`config.mk`:
```
export PLATFORM = sky130hd
export DESIGN_NAME = muldiv_top
export DESIGN_NICKNAME = d
export VERILOG_FILES = /design/src/rtl/muldiv_pkg.sv /design/src/rtl/mul_fast.sv /design/src/rtl/muldiv_seq.sv /design/src/rtl/muldiv_top.sv
export SDC_FILE = /design/constraint.sdc
export NUM_CORES = 2
export LEC_CHECK = 0
export BUFFER_PORTS_ARGS = -buffer_cell sky130_fd_sc_hd__buf_2
export CORE_AREA = 2 2 287 289
export CTS_CLUSTER_SIZE = 12
export DETAILED_ROUTE_END_ITERATION = 8
export DIE_AREA = 0 0 289 291
export PLACE_DENSITY = 0.67
export SLEW_MARGIN = 15
export SYNTH_ARGS = -nofsm -noshare
export SYNTH_HDL_FRONTEND = slang
export SYNTH_SLANG_ARGS = --single-unit
```
`constraint.sdc`:
```
create_clock -name clk -period 7.6 [get_ports clk]
set_input_delay 1.14 -clock clk [delete_from_list [all_inputs] [get_ports clk]]
set_output_delay 1.14 -clock clk [all_outputs]
set_load 0.02 [all_outputs]
```
`src/rtl/muldiv_pkg.sv`:
```
package muldiv_pkg;

  // operand width that the request word is built around
  // every module's XLEN parameter has to match this value
  localparam int XLEN_DEFAULT = 32;

  // fixed latencies seen at the top level, in clock cycles from the request edge
  localparam int MUL_LATENCY = 1;
  localparam int SEQ_LATENCY = XLEN_DEFAULT + 2;

  // operation codes follow funct3 of the RISC-V M extension
  typedef enum logic [2:0] {
    MUL    = 3'd0,
    MULH   = 3'd1,
    MULHSU = 3'd2,
    MULHU  = 3'd3,
    DIV    = 3'd4,
    DIVU   = 3'd5,
    REM    = 3'd6,
    REMU   = 3'd7
  } muldiv_op_e;

  // one request as issued by the core
  typedef struct packed {
    muldiv_op_e                op;
    logic [XLEN_DEFAULT-1:0]   op_a;
    logic [XLEN_DEFAULT-1:0]   op_b;
  } muldiv_req_t;

  // the upper half of the funct3 space is the divide group
  function automatic logic op_is_div(muldiv_op_e op);
    return op inside {DIV, DIVU, REM, REMU};
  endfunction

  // rs1 is signed for MULH, MULHSU, DIV and REM
  function automatic logic op_a_signed(muldiv_op_e op);
    return op inside {MULH, MULHSU, DIV, REM};
  endfunction

  // rs2 is signed for MULH, DIV and REM only
  // MULHSU takes it as unsigned
  function automatic logic op_b_signed(muldiv_op_e op);
    return op inside {MULH, DIV, REM};
  endfunction

  // low-half multiply is sign-agnostic so MUL falls into neither set

endpackage

```
`src/rtl/mul_fast.sv`:
```
`timescale 1ns/1ps

module mul_fast #(
  parameter int XLEN = muldiv_pkg::XLEN_DEFAULT
) (
  input  logic            clk,
  input  logic            rst_n,
  input  logic [XLEN-1:0] op_a,
  input  logic [XLEN-1:0] op_b,
  input  logic            vld,
  output logic [XLEN-1:0] result,
  output logic            result_vld
);

  // operand registers sit in front of the multiplier
  // on FPGA targets they fold into the DSP input registers
  logic [XLEN-1:0] op_a_q;
  logic [XLEN-1:0] op_b_q;

  // payload only moves on a strobe so the last product stays visible
  always_ff @(posedge clk) begin
    if (vld) begin
      op_a_q <= op_a;
      op_b_q <= op_b;
    end
  end

  // the multiply itself is combinational in the cycle after capture
  // only the low XLEN bits are kept, and those are the same for signed and
  // unsigned operands, so no sign handling is needed here
  assign result = op_a_q * op_b_q;

  // valid is the request strobe delayed by one cycle
  // a new strobe each cycle gives back-to-back results in issue order
  always_ff @(posedge clk or negedge rst_n) begin
    if (!rst_n) begin
      result_vld <= 1'b0;
    end else begin
      result_vld <= vld;
    end
  end

  // the product is only meaningful while result_vld is high
  // the requester must capture it in that cycle since there is no back-pressure

endmodule

```
`src/rtl/muldiv_seq.sv`:
```
`timescale 1ns/1ps

module muldiv_seq #(
  parameter int XLEN = muldiv_pkg::XLEN_DEFAULT
) (
  input  logic                    clk,
  input  logic                    rst_n,
  input  logic                    start,
  input  muldiv_pkg::muldiv_req_t req,
  output logic [XLEN-1:0]         result,
  output logic                    result_vld,
  output logic                    busy
);

  import muldiv_pkg::*;

  // counter runs 0..XLEN, the value XLEN marks the fix-up cycle
  localparam int CNT_W = $clog2(XLEN + 1);

  logic [CNT_W-1:0]  cnt;
  logic              last_cyc;

  // operation state latched on start
  muldiv_op_e        op_q;
  logic              neg_q;
  logic              neg_rem_q;
  logic              b_zero_q;
  logic [XLEN-1:0]   opnd_q;

  // shared double-width register
  // multiply keeps {partial sum, remaining multiplier bits}
  // divide keeps {partial remainder, dividend bits shifting into quotient}
  logic [2*XLEN-1:0] acc;

  // request decode at start
  logic              a_neg;
  logic              b_neg;
  logic              req_div;
  logic [XLEN-1:0]   mag_a;
  logic [XLEN-1:0]   mag_b;

  // one shift-add step
  logic [XLEN:0]     mul_sum;
  logic [2*XLEN-1:0] mul_next;

  // one restoring-divide step
  logic [XLEN:0]     div_hi;
  logic [XLEN+1:0]   div_diff;
  logic              div_fits;
  logic [2*XLEN-1:0] div_next;

  // fix-up cycle values
  logic [2*XLEN-1:0] prod_s;
  logic [XLEN-1:0]   quo_s;
  logic [XLEN-1:0]   rem_s;
  logic [XLEN-1:0]   result_d;

  // an operand counts as negative only if the op reads it as signed
  assign a_neg   = op_a_signed(req.op) && req.op_a[XLEN-1];
  assign b_neg   = op_b_signed(req.op) && req.op_b[XLEN-1];
  assign req_div = op_is_div(req.op);

  // the engine works on magnitudes throughout
  // the most negative value negates to itself, which reads as 2^(XLEN-1) unsigned
  assign mag_a = a_neg ? -req.op_a : req.op_a;
  assign mag_b = b_neg ? -req.op_b : req.op_b;

  // multiply step adds the multiplicand into the upper half when the
  // current multiplier bit is set, then shifts everything right by one
  assign mul_sum  = {1'b0, acc[2*XLEN-1:XLEN]} + (acc[0] ? {1'b0, opnd_q} : '0);
  assign mul_next = {mul_sum, acc[XLEN-1:1]};

  // divide step shifts left by one and tries to subtract the divisor
  // the shifted remainder needs one extra bit before the compare
  assign div_hi   = acc[2*XLEN-1:XLEN-1];
  assign div_diff = {1'b0, div_hi} - {2'b00, opnd_q};
  assign div_fits = !div_diff[XLEN+1];
  assign div_next = {(div_fits ? div_diff[XLEN-1:0] : div_hi[XLEN-1:0]),
                     acc[XLEN-2:0], div_fits};

  assign last_cyc = (cnt == CNT_W'(XLEN));

  // product sign is applied to the full double word before the half is picked
  assign prod_s = neg_q ? -acc : acc;

  // dividing by zero gives all ones regardless of signs
  // signed overflow needs no special case since negating 2^(XLEN-1)
  // wraps back to the dividend and the remainder is already zero
  assign quo_s = b_zero_q ? '1 : (neg_q ? -acc[XLEN-1:0] : acc[XLEN-1:0]);

  // remainder takes the dividend's sign, which also returns the dividend
  // unchanged for a zero divisor
  assign rem_s = neg_rem_q ? -acc[2*XLEN-1:XLEN] : acc[2*XLEN-1:XLEN];

  always_comb begin
    case (op_q)
      MUL:                  result_d = prod_s[XLEN-1:0];
      MULH, MULHSU, MULHU:  result_d = prod_s[2*XLEN-1:XLEN];
      DIV, DIVU:            result_d = quo_s;
      default:              result_d = rem_s;
    endcase
  end

  // control state
  // busy covers the XLEN iteration cycles plus the fix-up cycle
  always_ff @(posedge clk or negedge rst_n) begin
    if (!rst_n) begin
      busy       <= 1'b0;
      cnt        <= '0;
      result_vld <= 1'b0;
    end else begin
      result_vld <= 1'b0;
      if (start) begin
        busy <= 1'b1;
        cnt  <= '0;
      end else if (busy) begin
        if (last_cyc) begin
          busy       <= 1'b0;
          result_vld <= 1'b1;
        end else begin
          cnt <= cnt + 1'b1;
        end
      end
    end
  end

  // datapath
  // opnd_q holds the multiplicand or the divisor depending on the op
  always_ff @(posedge clk) begin
    if (start) begin
      op_q      <= req.op;
      neg_q     <= a_neg ^ b_neg;
      neg_rem_q <= a_neg;
      b_zero_q  <= (req.op_b == '0);
      opnd_q    <= req_div ? mag_b : mag_a;
      acc       <= {{XLEN{1'b0}}, (req_div ? mag_a : mag_b)};
    end else if (busy && !last_cyc) begin
      acc <= op_is_div(op_q) ? div_next : mul_next;
    end else if (busy) begin
      result <= result_d;
    end
  end

  // the unit holds one operation at a time
  a_no_start_busy: assert property (@(posedge clk) disable iff (!rst_n)
    start |-> !busy)
    else $error("muldiv_seq: start while busy");

  // the result pulse closes a busy period and busy is gone by then
  a_vld_ends_busy: assert property (@(posedge clk) disable iff (!rst_n)
    result_vld |-> !busy && $past(busy))
    else $error("muldiv_seq: result_vld not at the end of a busy period");

endmodule

```
`src/rtl/muldiv_top.sv`:
```
`timescale 1ns/1ps

module muldiv_top #(
  parameter int XLEN = muldiv_pkg::XLEN_DEFAULT
) (
  input  logic                    clk,
  input  logic                    rst_n,
  input  muldiv_pkg::muldiv_req_t req,
  input  logic                    req_vld,
  output logic [XLEN-1:0]         result,
  output logic                    result_vld,
  output logic                    busy
);

  import muldiv_pkg::*;

  // the request struct is built at the package width
  if (XLEN != XLEN_DEFAULT) begin : g_xlen_check
    $error("muldiv_top: XLEN must equal muldiv_pkg::XLEN_DEFAULT");
  end

  logic            is_mul;
  logic            mul_vld;
  logic            seq_start;

  logic [XLEN-1:0] mul_result;
  logic            mul_result_vld;
  logic [XLEN-1:0] seq_result;
  logic            seq_result_vld;
  logic            seq_busy;

  // plain MUL takes the single-cycle path and everything else
  // goes through the iterative engine
  assign is_mul    = (req.op == MUL);
  assign mul_vld   = req_vld && is_mul;
  assign seq_start = req_vld && !is_mul;

  mul_fast #(
    .XLEN (XLEN)
  ) u_mul_fast (
    .clk        (clk),
    .rst_n      (rst_n),
    .op_a       (req.op_a),
    .op_b       (req.op_b),
    .vld        (mul_vld),
    .result     (mul_result),
    .result_vld (mul_result_vld)
  );

  muldiv_seq #(
    .XLEN (XLEN)
  ) u_muldiv_seq (
    .clk        (clk),
    .rst_n      (rst_n),
    .start      (seq_start),
    .req        (req),
    .result     (seq_result),
    .result_vld (seq_result_vld),
    .busy       (seq_busy)
  );

  // the two valids never overlap so a simple select is enough
  // the fast multiplier's word is the default on the shared port
  assign result     = seq_result_vld ? seq_result : mul_result;
  assign result_vld = mul_result_vld | seq_result_vld;

  // only the sequential engine ever holds the unit busy
  assign busy = seq_busy;

  // requester contract with no handshake
  a_no_req_busy: assert property (@(posedge clk) disable iff (!rst_n)
    req_vld |-> !busy)
    else $error("muldiv_top: request issued while busy");

  // a MUL must not be followed directly by a sequential op
  a_mul_gap: assert property (@(posedge clk) disable iff (!rst_n)
    mul_vld |=> !seq_start)
    else $error("muldiv_top: sequential op issued right after MUL");

  // the merge above relies on this
  a_no_vld_collide: assert property (@(posedge clk) disable iff (!rst_n)
    !(mul_result_vld && seq_result_vld))
    else $error("muldiv_top: both result paths valid together");

  // the iterative path has a fixed latency
  a_seq_latency: assert property (@(posedge clk) disable iff (!rst_n)
    seq_start |-> ##SEQ_LATENCY seq_result_vld)
    else $error("muldiv_top: sequential result late or missing");

endmodule

```
---- Word-level counts from Yosys, hierarchy flattened ----
Cells that the tools add are included.
cells by class
  bitwise logic cells ..................... 4
  eq/ne operators ......................... 15
  $mul .................................... 1
  add/subtract/negate cells ............... 8
  divide/modulo/power cells ............... 0
  order comparisons ....................... 0
  reduce and logical (&&, ||, !) cells .... 21
  shift-type cells ........................ 0
  mux-type cells .......................... 24
operators by type and width
  cell                 count
  $mux 32              12
  $mux 64              2
  $neg 32->32          4
  $pmux 32 s3          1
  $neg 64->64          1
  $sub 33x32->34       1
  $add 32x32->33       1
  $logic_not 32->1     1
  $mul 32x32->32       1
  $eq 3x3->1 const B   8
  $mux 6               3
  $reduce_bool 4->1    3
  $eq 3x2->1 const B   3
  $add 6x1->6 const B  1
  $eq 3x1->1 const B   2
  $eq 6x6->1 const B   1
  $logic_not 3->1      2
  $mux 1               6
  $logic_and 1x1->1    5
  $reduce_bool 2->1    2
  $logic_not 1->1      3
  $reduce_and 3->1     1
  $reduce_bool 3->1    1
  $reduce_or 3->1      1
  other kinds (6)      7
word-level totals
  input bits .............................. 70
  register bits after elaboration ......... 207
  memories ................................ 0
  bits in latches ......................... 0
  bits in read-only memories .............. 0
  memory bits (writable) .................. 0
  output and inout port bits .............. 34

---- Longest topological paths before layout ----
  depth after elaboration ................. 6
  mapped depth ............................ 29

---- Cells and area by module ----
A second synthesis with hierarchy kept.
second synthesis, totals
  cell total of the unflattened synthesis .. 3621
  area total of the unflattened synthesis .. 32439.9 µm²
by module, submodules not included
  module      cells each  instances  area an instance (µm²)  sequential area each (µm²)
  mul_fast    1818        1          17850.9                 1946.9
  muldiv_seq  1764        1          14024.7                 3903.7
  muldiv_top  39          1          564.3                   0.0

---- Least setup slack after synthesis ----
Ideal clock, no wire load.
  kind .................................... reg-to-output
  from .................................... register u_mul_fast.op_b_q[4]
  to ...................................... output port result[31]
  setup slack ............................. -749 ps
  arrival ................................. 7209 ps
  required time ........................... 6460 ps
  stages on the path, launching flop included .. 27
  path buffers ............................ 3
  cells stage by stage .................... edfxtp_1 clkbuf_1 clkbuf_1 and2_1 fa_1 inv_1 fa_1 fa_1 fa_1 inv_1 fa_1 fa_1 fa_1 inv_1 fa_1 inv_1 ha_1 clkbuf_1 a21o_1 a21o_1 a21o_1 a21oi_1 a2bb2oi_1 o211ai_1 a31oi_1 xnor2_1 o21ai_0
on the way
  word-level cells in the longest chain between the ends .. 2
ends and longest elaborated chain
  what                      RTL line          text
  start: declaration        mul_fast.sv:18    logic [XLEN-1:0] op_b_q;
  start signal: assignment  mul_fast.sv:24    op_b_q <= op_b;
  $mul 32x32->32            mul_fast.sv:31    assign result = op_a_q * op_b_q;
  $mux 32                   muldiv_top.sv:64  assign result = seq_result_vld ? seq_result : mul_result;
  end: declaration          muldiv_top.sv:10  output logic [XLEN-1:0] result,
No other way between the ends.

---- Worst setup path in the final report ----
Ends and elaborated chain as after synthesis.

==> results_tabular.tex <==
\begin{tabular}{lr}
\hline
Metric & Value \\
\hline
\multicolumn{2}{l}{\textbf{Run status}} \\
Run status & finished, violations left \\
Violated checks & setup timing \\
\multicolumn{2}{l}{\textbf{Cells and area}} \\
Most frequent cells in the layout & inv\_1, fa\_1, nand2\_1 \\
Most frequent standard cell in the layout excluding fill and tap cells & inv\_1 \\
Post-synthesis to final-layout area growth & 16.2\% \\
Area of combinational cells with multiple inputs & about 24000 sq um \\
Fraction of layout instances using a drive strength above 1 & 0.151 \\
Fill cells & roughly 8k \\
Design Area, Final & 37300 sq um \\
Sequential cell area & 5850 sq um \\
Nets & 4537 \\
\multicolumn{2}{l}{\textbf{Die}} \\
I/O pin total & 104 \\
X dimension of the die & 289 microns \\
Floorplan Core Area & between 80000 and 90000 sq um \\
Area of the die & 84100 sq um \\
Site Rows & 105 \\
Die Height & slightly below 300 microns \\
Initial core utilization & 0.396 \\
\multicolumn{2}{l}{\textbf{Synthesis}} \\
Fraction of registers with async set/reset & 0.0435 \\
Cells after Synth & 3635 \\
Register bit total from synthesis & 207 \\
Count of cell types in the netlist & 82 \\
EDFF count, synth & 166 \\
Yosys warns & 0 \\
Primary FF master, synth & edfxtp\_1 \\
Proportion of synthesized chip area in sequential cells & 0.182 \\
Syn\_nets & 4308 \\
Synth Cell Area & between 30000 and 40000 sq um \\
Synthesized area per cell & 8.84 sq um \\
\multicolumn{2}{l}{\textbf{Worst setup path}} \\
CP dominant cell by count & fa\_1 \\
Highest cell delay on the worst timing path & 560 ps \\
Critical Path Source Type & flop \\
Register-to-register setup slack & 3200 ps \\
Buf+Inv Stages, Crit Path & 6 \\
Crit path max-delay family & adder cells \\
R2R Path End & u\_muldiv\_seq.acc[47] \\
Data required time at the worst endpoint & 6460 ps \\
Critical path capture point type & output port \\
Highest fanout seen on the critical path & 5 \\
Critical path start-end classification & flop to output port \\
Launching point of the worst reg2reg path & u\_muldiv\_seq.acc[38] \\
Slowest-stage cell, CP & fa\_1 \\
Worst EP arrival & 7560 ps \\
Cells on worst reg2reg path & 11 \\
\multicolumn{2}{l}{\textbf{GRT}} \\
Remaining global-route overflow & 0 \\
Number of antenna violations at the first check in global routing & 6 \\
Number of global-route vias before repair & approximately 27k \\
Pin count of the biggest net entering global routing & 80 \\
First-pass GRT wire length & 160000 microns \\
Overall global routing resource usage & 0.247 \\
\multicolumn{2}{l}{\textbf{Route}} \\
Number of vias after detailed routing & roughly 27k \\
Number of design-rule violations left by the first detailed-router iteration & around 2.2k \\
Final routed wire length divided by cell count & 20.9 microns \\
Sum of routed wire segments on met1 & around 41000 microns \\
Number of iterations in the first detailed-routing pass & 6 \\
Detailed route wirelength on metal2 & 48900 microns \\
Ratio of routed vias to standard cells & 5.49 \\
Metal3 WL & between 7000 and 8000 microns \\
Highest routing layer actually used & met5 \\
Antenna-violating nets left & 0 \\
Residual DRC count & 0 \\
Detailed-route wire length & 103000 microns \\
\multicolumn{2}{l}{\textbf{Timing}} \\
Period Utilization, post-route & 1.14 \\
Total negative slack & -17770 ps \\
Max-slew violation total from the final report & 0 \\
Worst-margin pin slew & around 1100 ps \\
Clock Skew & about 55 ps \\
Max Clk Rate & 115 MHz \\
Post-layout min period & 8700 ps \\
Setup repair after global routing missed its margin & yes \\
Number of endpoints failing setup at the final stage & 22 \\
Relative slew margins & 0.270 \\
Final number of hold-violating endpoints & 0 \\
Final WS setup & -1100 ps \\
\multicolumn{2}{l}{\textbf{Placed design}} \\
Placed cell area & 35600 sq um \\
Setup WS pre-CTS & -705 ps \\
Gp weighted congestion & 0.943 \\
Detailed-placement wirelength estimate & 83400 microns \\
Port buffer count & 103 \\
\multicolumn{2}{l}{\textbf{CTS}} \\
Clk Tree Root Cell & clkbuf\_16 \\
CTS clk-pin slew, worst paths & around 60 ps \\
Clk Latency, worst-skew pair & 600 ps \\
Max clock buf depth & 3 \\
TritonCTS buffer count & 25 \\
CTS tree & yes \\
Clock net sink count & 207 \\
H-tree depth & 1 \\
Hold-fix buffers, CTS & 0 \\
\multicolumn{2}{l}{\textbf{Hold path}} \\
Min-Delay Path Class & primary input to async pin \\
\multicolumn{2}{l}{\textbf{Flow run}} \\
Max-cap check violation count & 0 \\
\hline
\end{tabular}
## Yosys cell counts, drive strengths merged, types with 17 or more instances
| master | instances | area (sq um) |
|---|---|---|
| or3 | 24 | 160 |
| nor2b | 17 | 106 |
| fa | 410 | 8210 |
| nor4 | 22 | 180 |
| a21oi | 173 | 866 |
| dfxtp | 32 | 641 |
| mux2i | 113 | 1130 |
| buf | 25 | 121 |
| nand2b | 18 | 113 |
| edfxtp | 166 | 4980 |
| xor2 | 116 | 1020 |
| nand3 | 45 | 225 |
| nand2 | 387 | 1450 |
| o211ai | 17 | 128 |
| clkbuf | 165 | 619 |
| or2 | 18 | 113 |
| ha | 193 | 2410 |
| o21a | 17 | 128 |
| xnor2 | 128 | 1120 |
| inv | 520 | 1950 |
| nor3 | 58 | 290 |
| or4 | 17 | 128 |
| nor2 | 154 | 578 |
| o21ai | 184 | 928 |
| and2 | 326 | 2040 |
| o31ai | 32 | 240 |
| a31oi | 26 | 163 |
| a211oi | 17 | 128 |
| a21o | 36 | 270 |
## layer usage
metal	vias up	track usage
met2	1088	0.403
li1	12400	-
met3	228	0.0342
met4	4	0.110
met1	13500	0.325
met5	-	0
## how the worst max path moves through the flow
stage,from,endpoint,slack (ps),cells past startpoint
finish,u_mul_fast.op_b_q[4],result[31],-1100,25
global route,u_mul_fast.op_a_q[5],result[15],-1360,27
CTS,u_mul_fast.op_a_q[5],result[31],-1070,26
detailed placement,u_mul_fast.op_b_q[4],result[31],-710,26
global placement,u_mul_fast.op_b_q[5],result[31],-670,27
floorplan,u_mul_fast.op_b_q[4],result[31],-160,26
## worst reg2reg max path: stages (launching register included)
cell and delay [ps]:
dfxtp_1 680, ha_1 320, o21ai_0 150, a211oi_1 530, nand2_1 130, o21ai_2 340
o2111ai_2 260, a21oi_2 800, buf_4 400, mux2_2 360, o211ai_1 160, a21oi_1 90
## through the flow
step,util,hold slack [ps],std cells
final,0.460,390,4956
after global routing,0.460,418,4953
after CTS,0.458,387,4952
after detailed placement,0.438,554,4876
after global placement,0.438,547,4876
after floorplan,-,523,3635
## kinds of logic after synthesis
kind of cell | after synthesis | synth area share
simple gates | 1130 | 0.178
buf+inv | 712 | 0.0841
compound gates | 613 | 0.119
fa+ha+maj | 603 | 0.331
xor+xnor | 244 | 0.0665
flops | 207 | 0.182
mux | 126 | 0.0398
## what timing repair did
action | CTS | global route
endpoints found under the setup margin | 23 | 23
gates cloned | 2 | 0
resized for setup | 109 | 20
pin swaps | 99 | 29
setup buffers | 29 | 1
## state kept, by name (all words and copies together) (netlist names), 3 cells and up
signal	count
u_muldiv_seq.acc	64
u_mul_fast.op_a_q	32
u_mul_fast.op_b_q	32
u_muldiv_seq.opnd_q	32
u_muldiv_seq.result	32
u_muldiv_seq.cnt	6
u_muldiv_seq.op_q	3
## cell type report
class / count / share of cell area
multi-input cells: 2716 / 0.648
flip-flops and latches: 207 / 0.157
repair buffers: 392 / 0.0827
inverters: 522 / 0.0525
well taps: 1070 / 0.0359
clock buffers: 32 / 0.0177
clock inverters: 14 / 0.00654
diodes: 3 / 0.000201
Power is left out: the tool's default activity adds up to more than one toggle a clock period on the data nets, which glitch-free logic cannot reach.
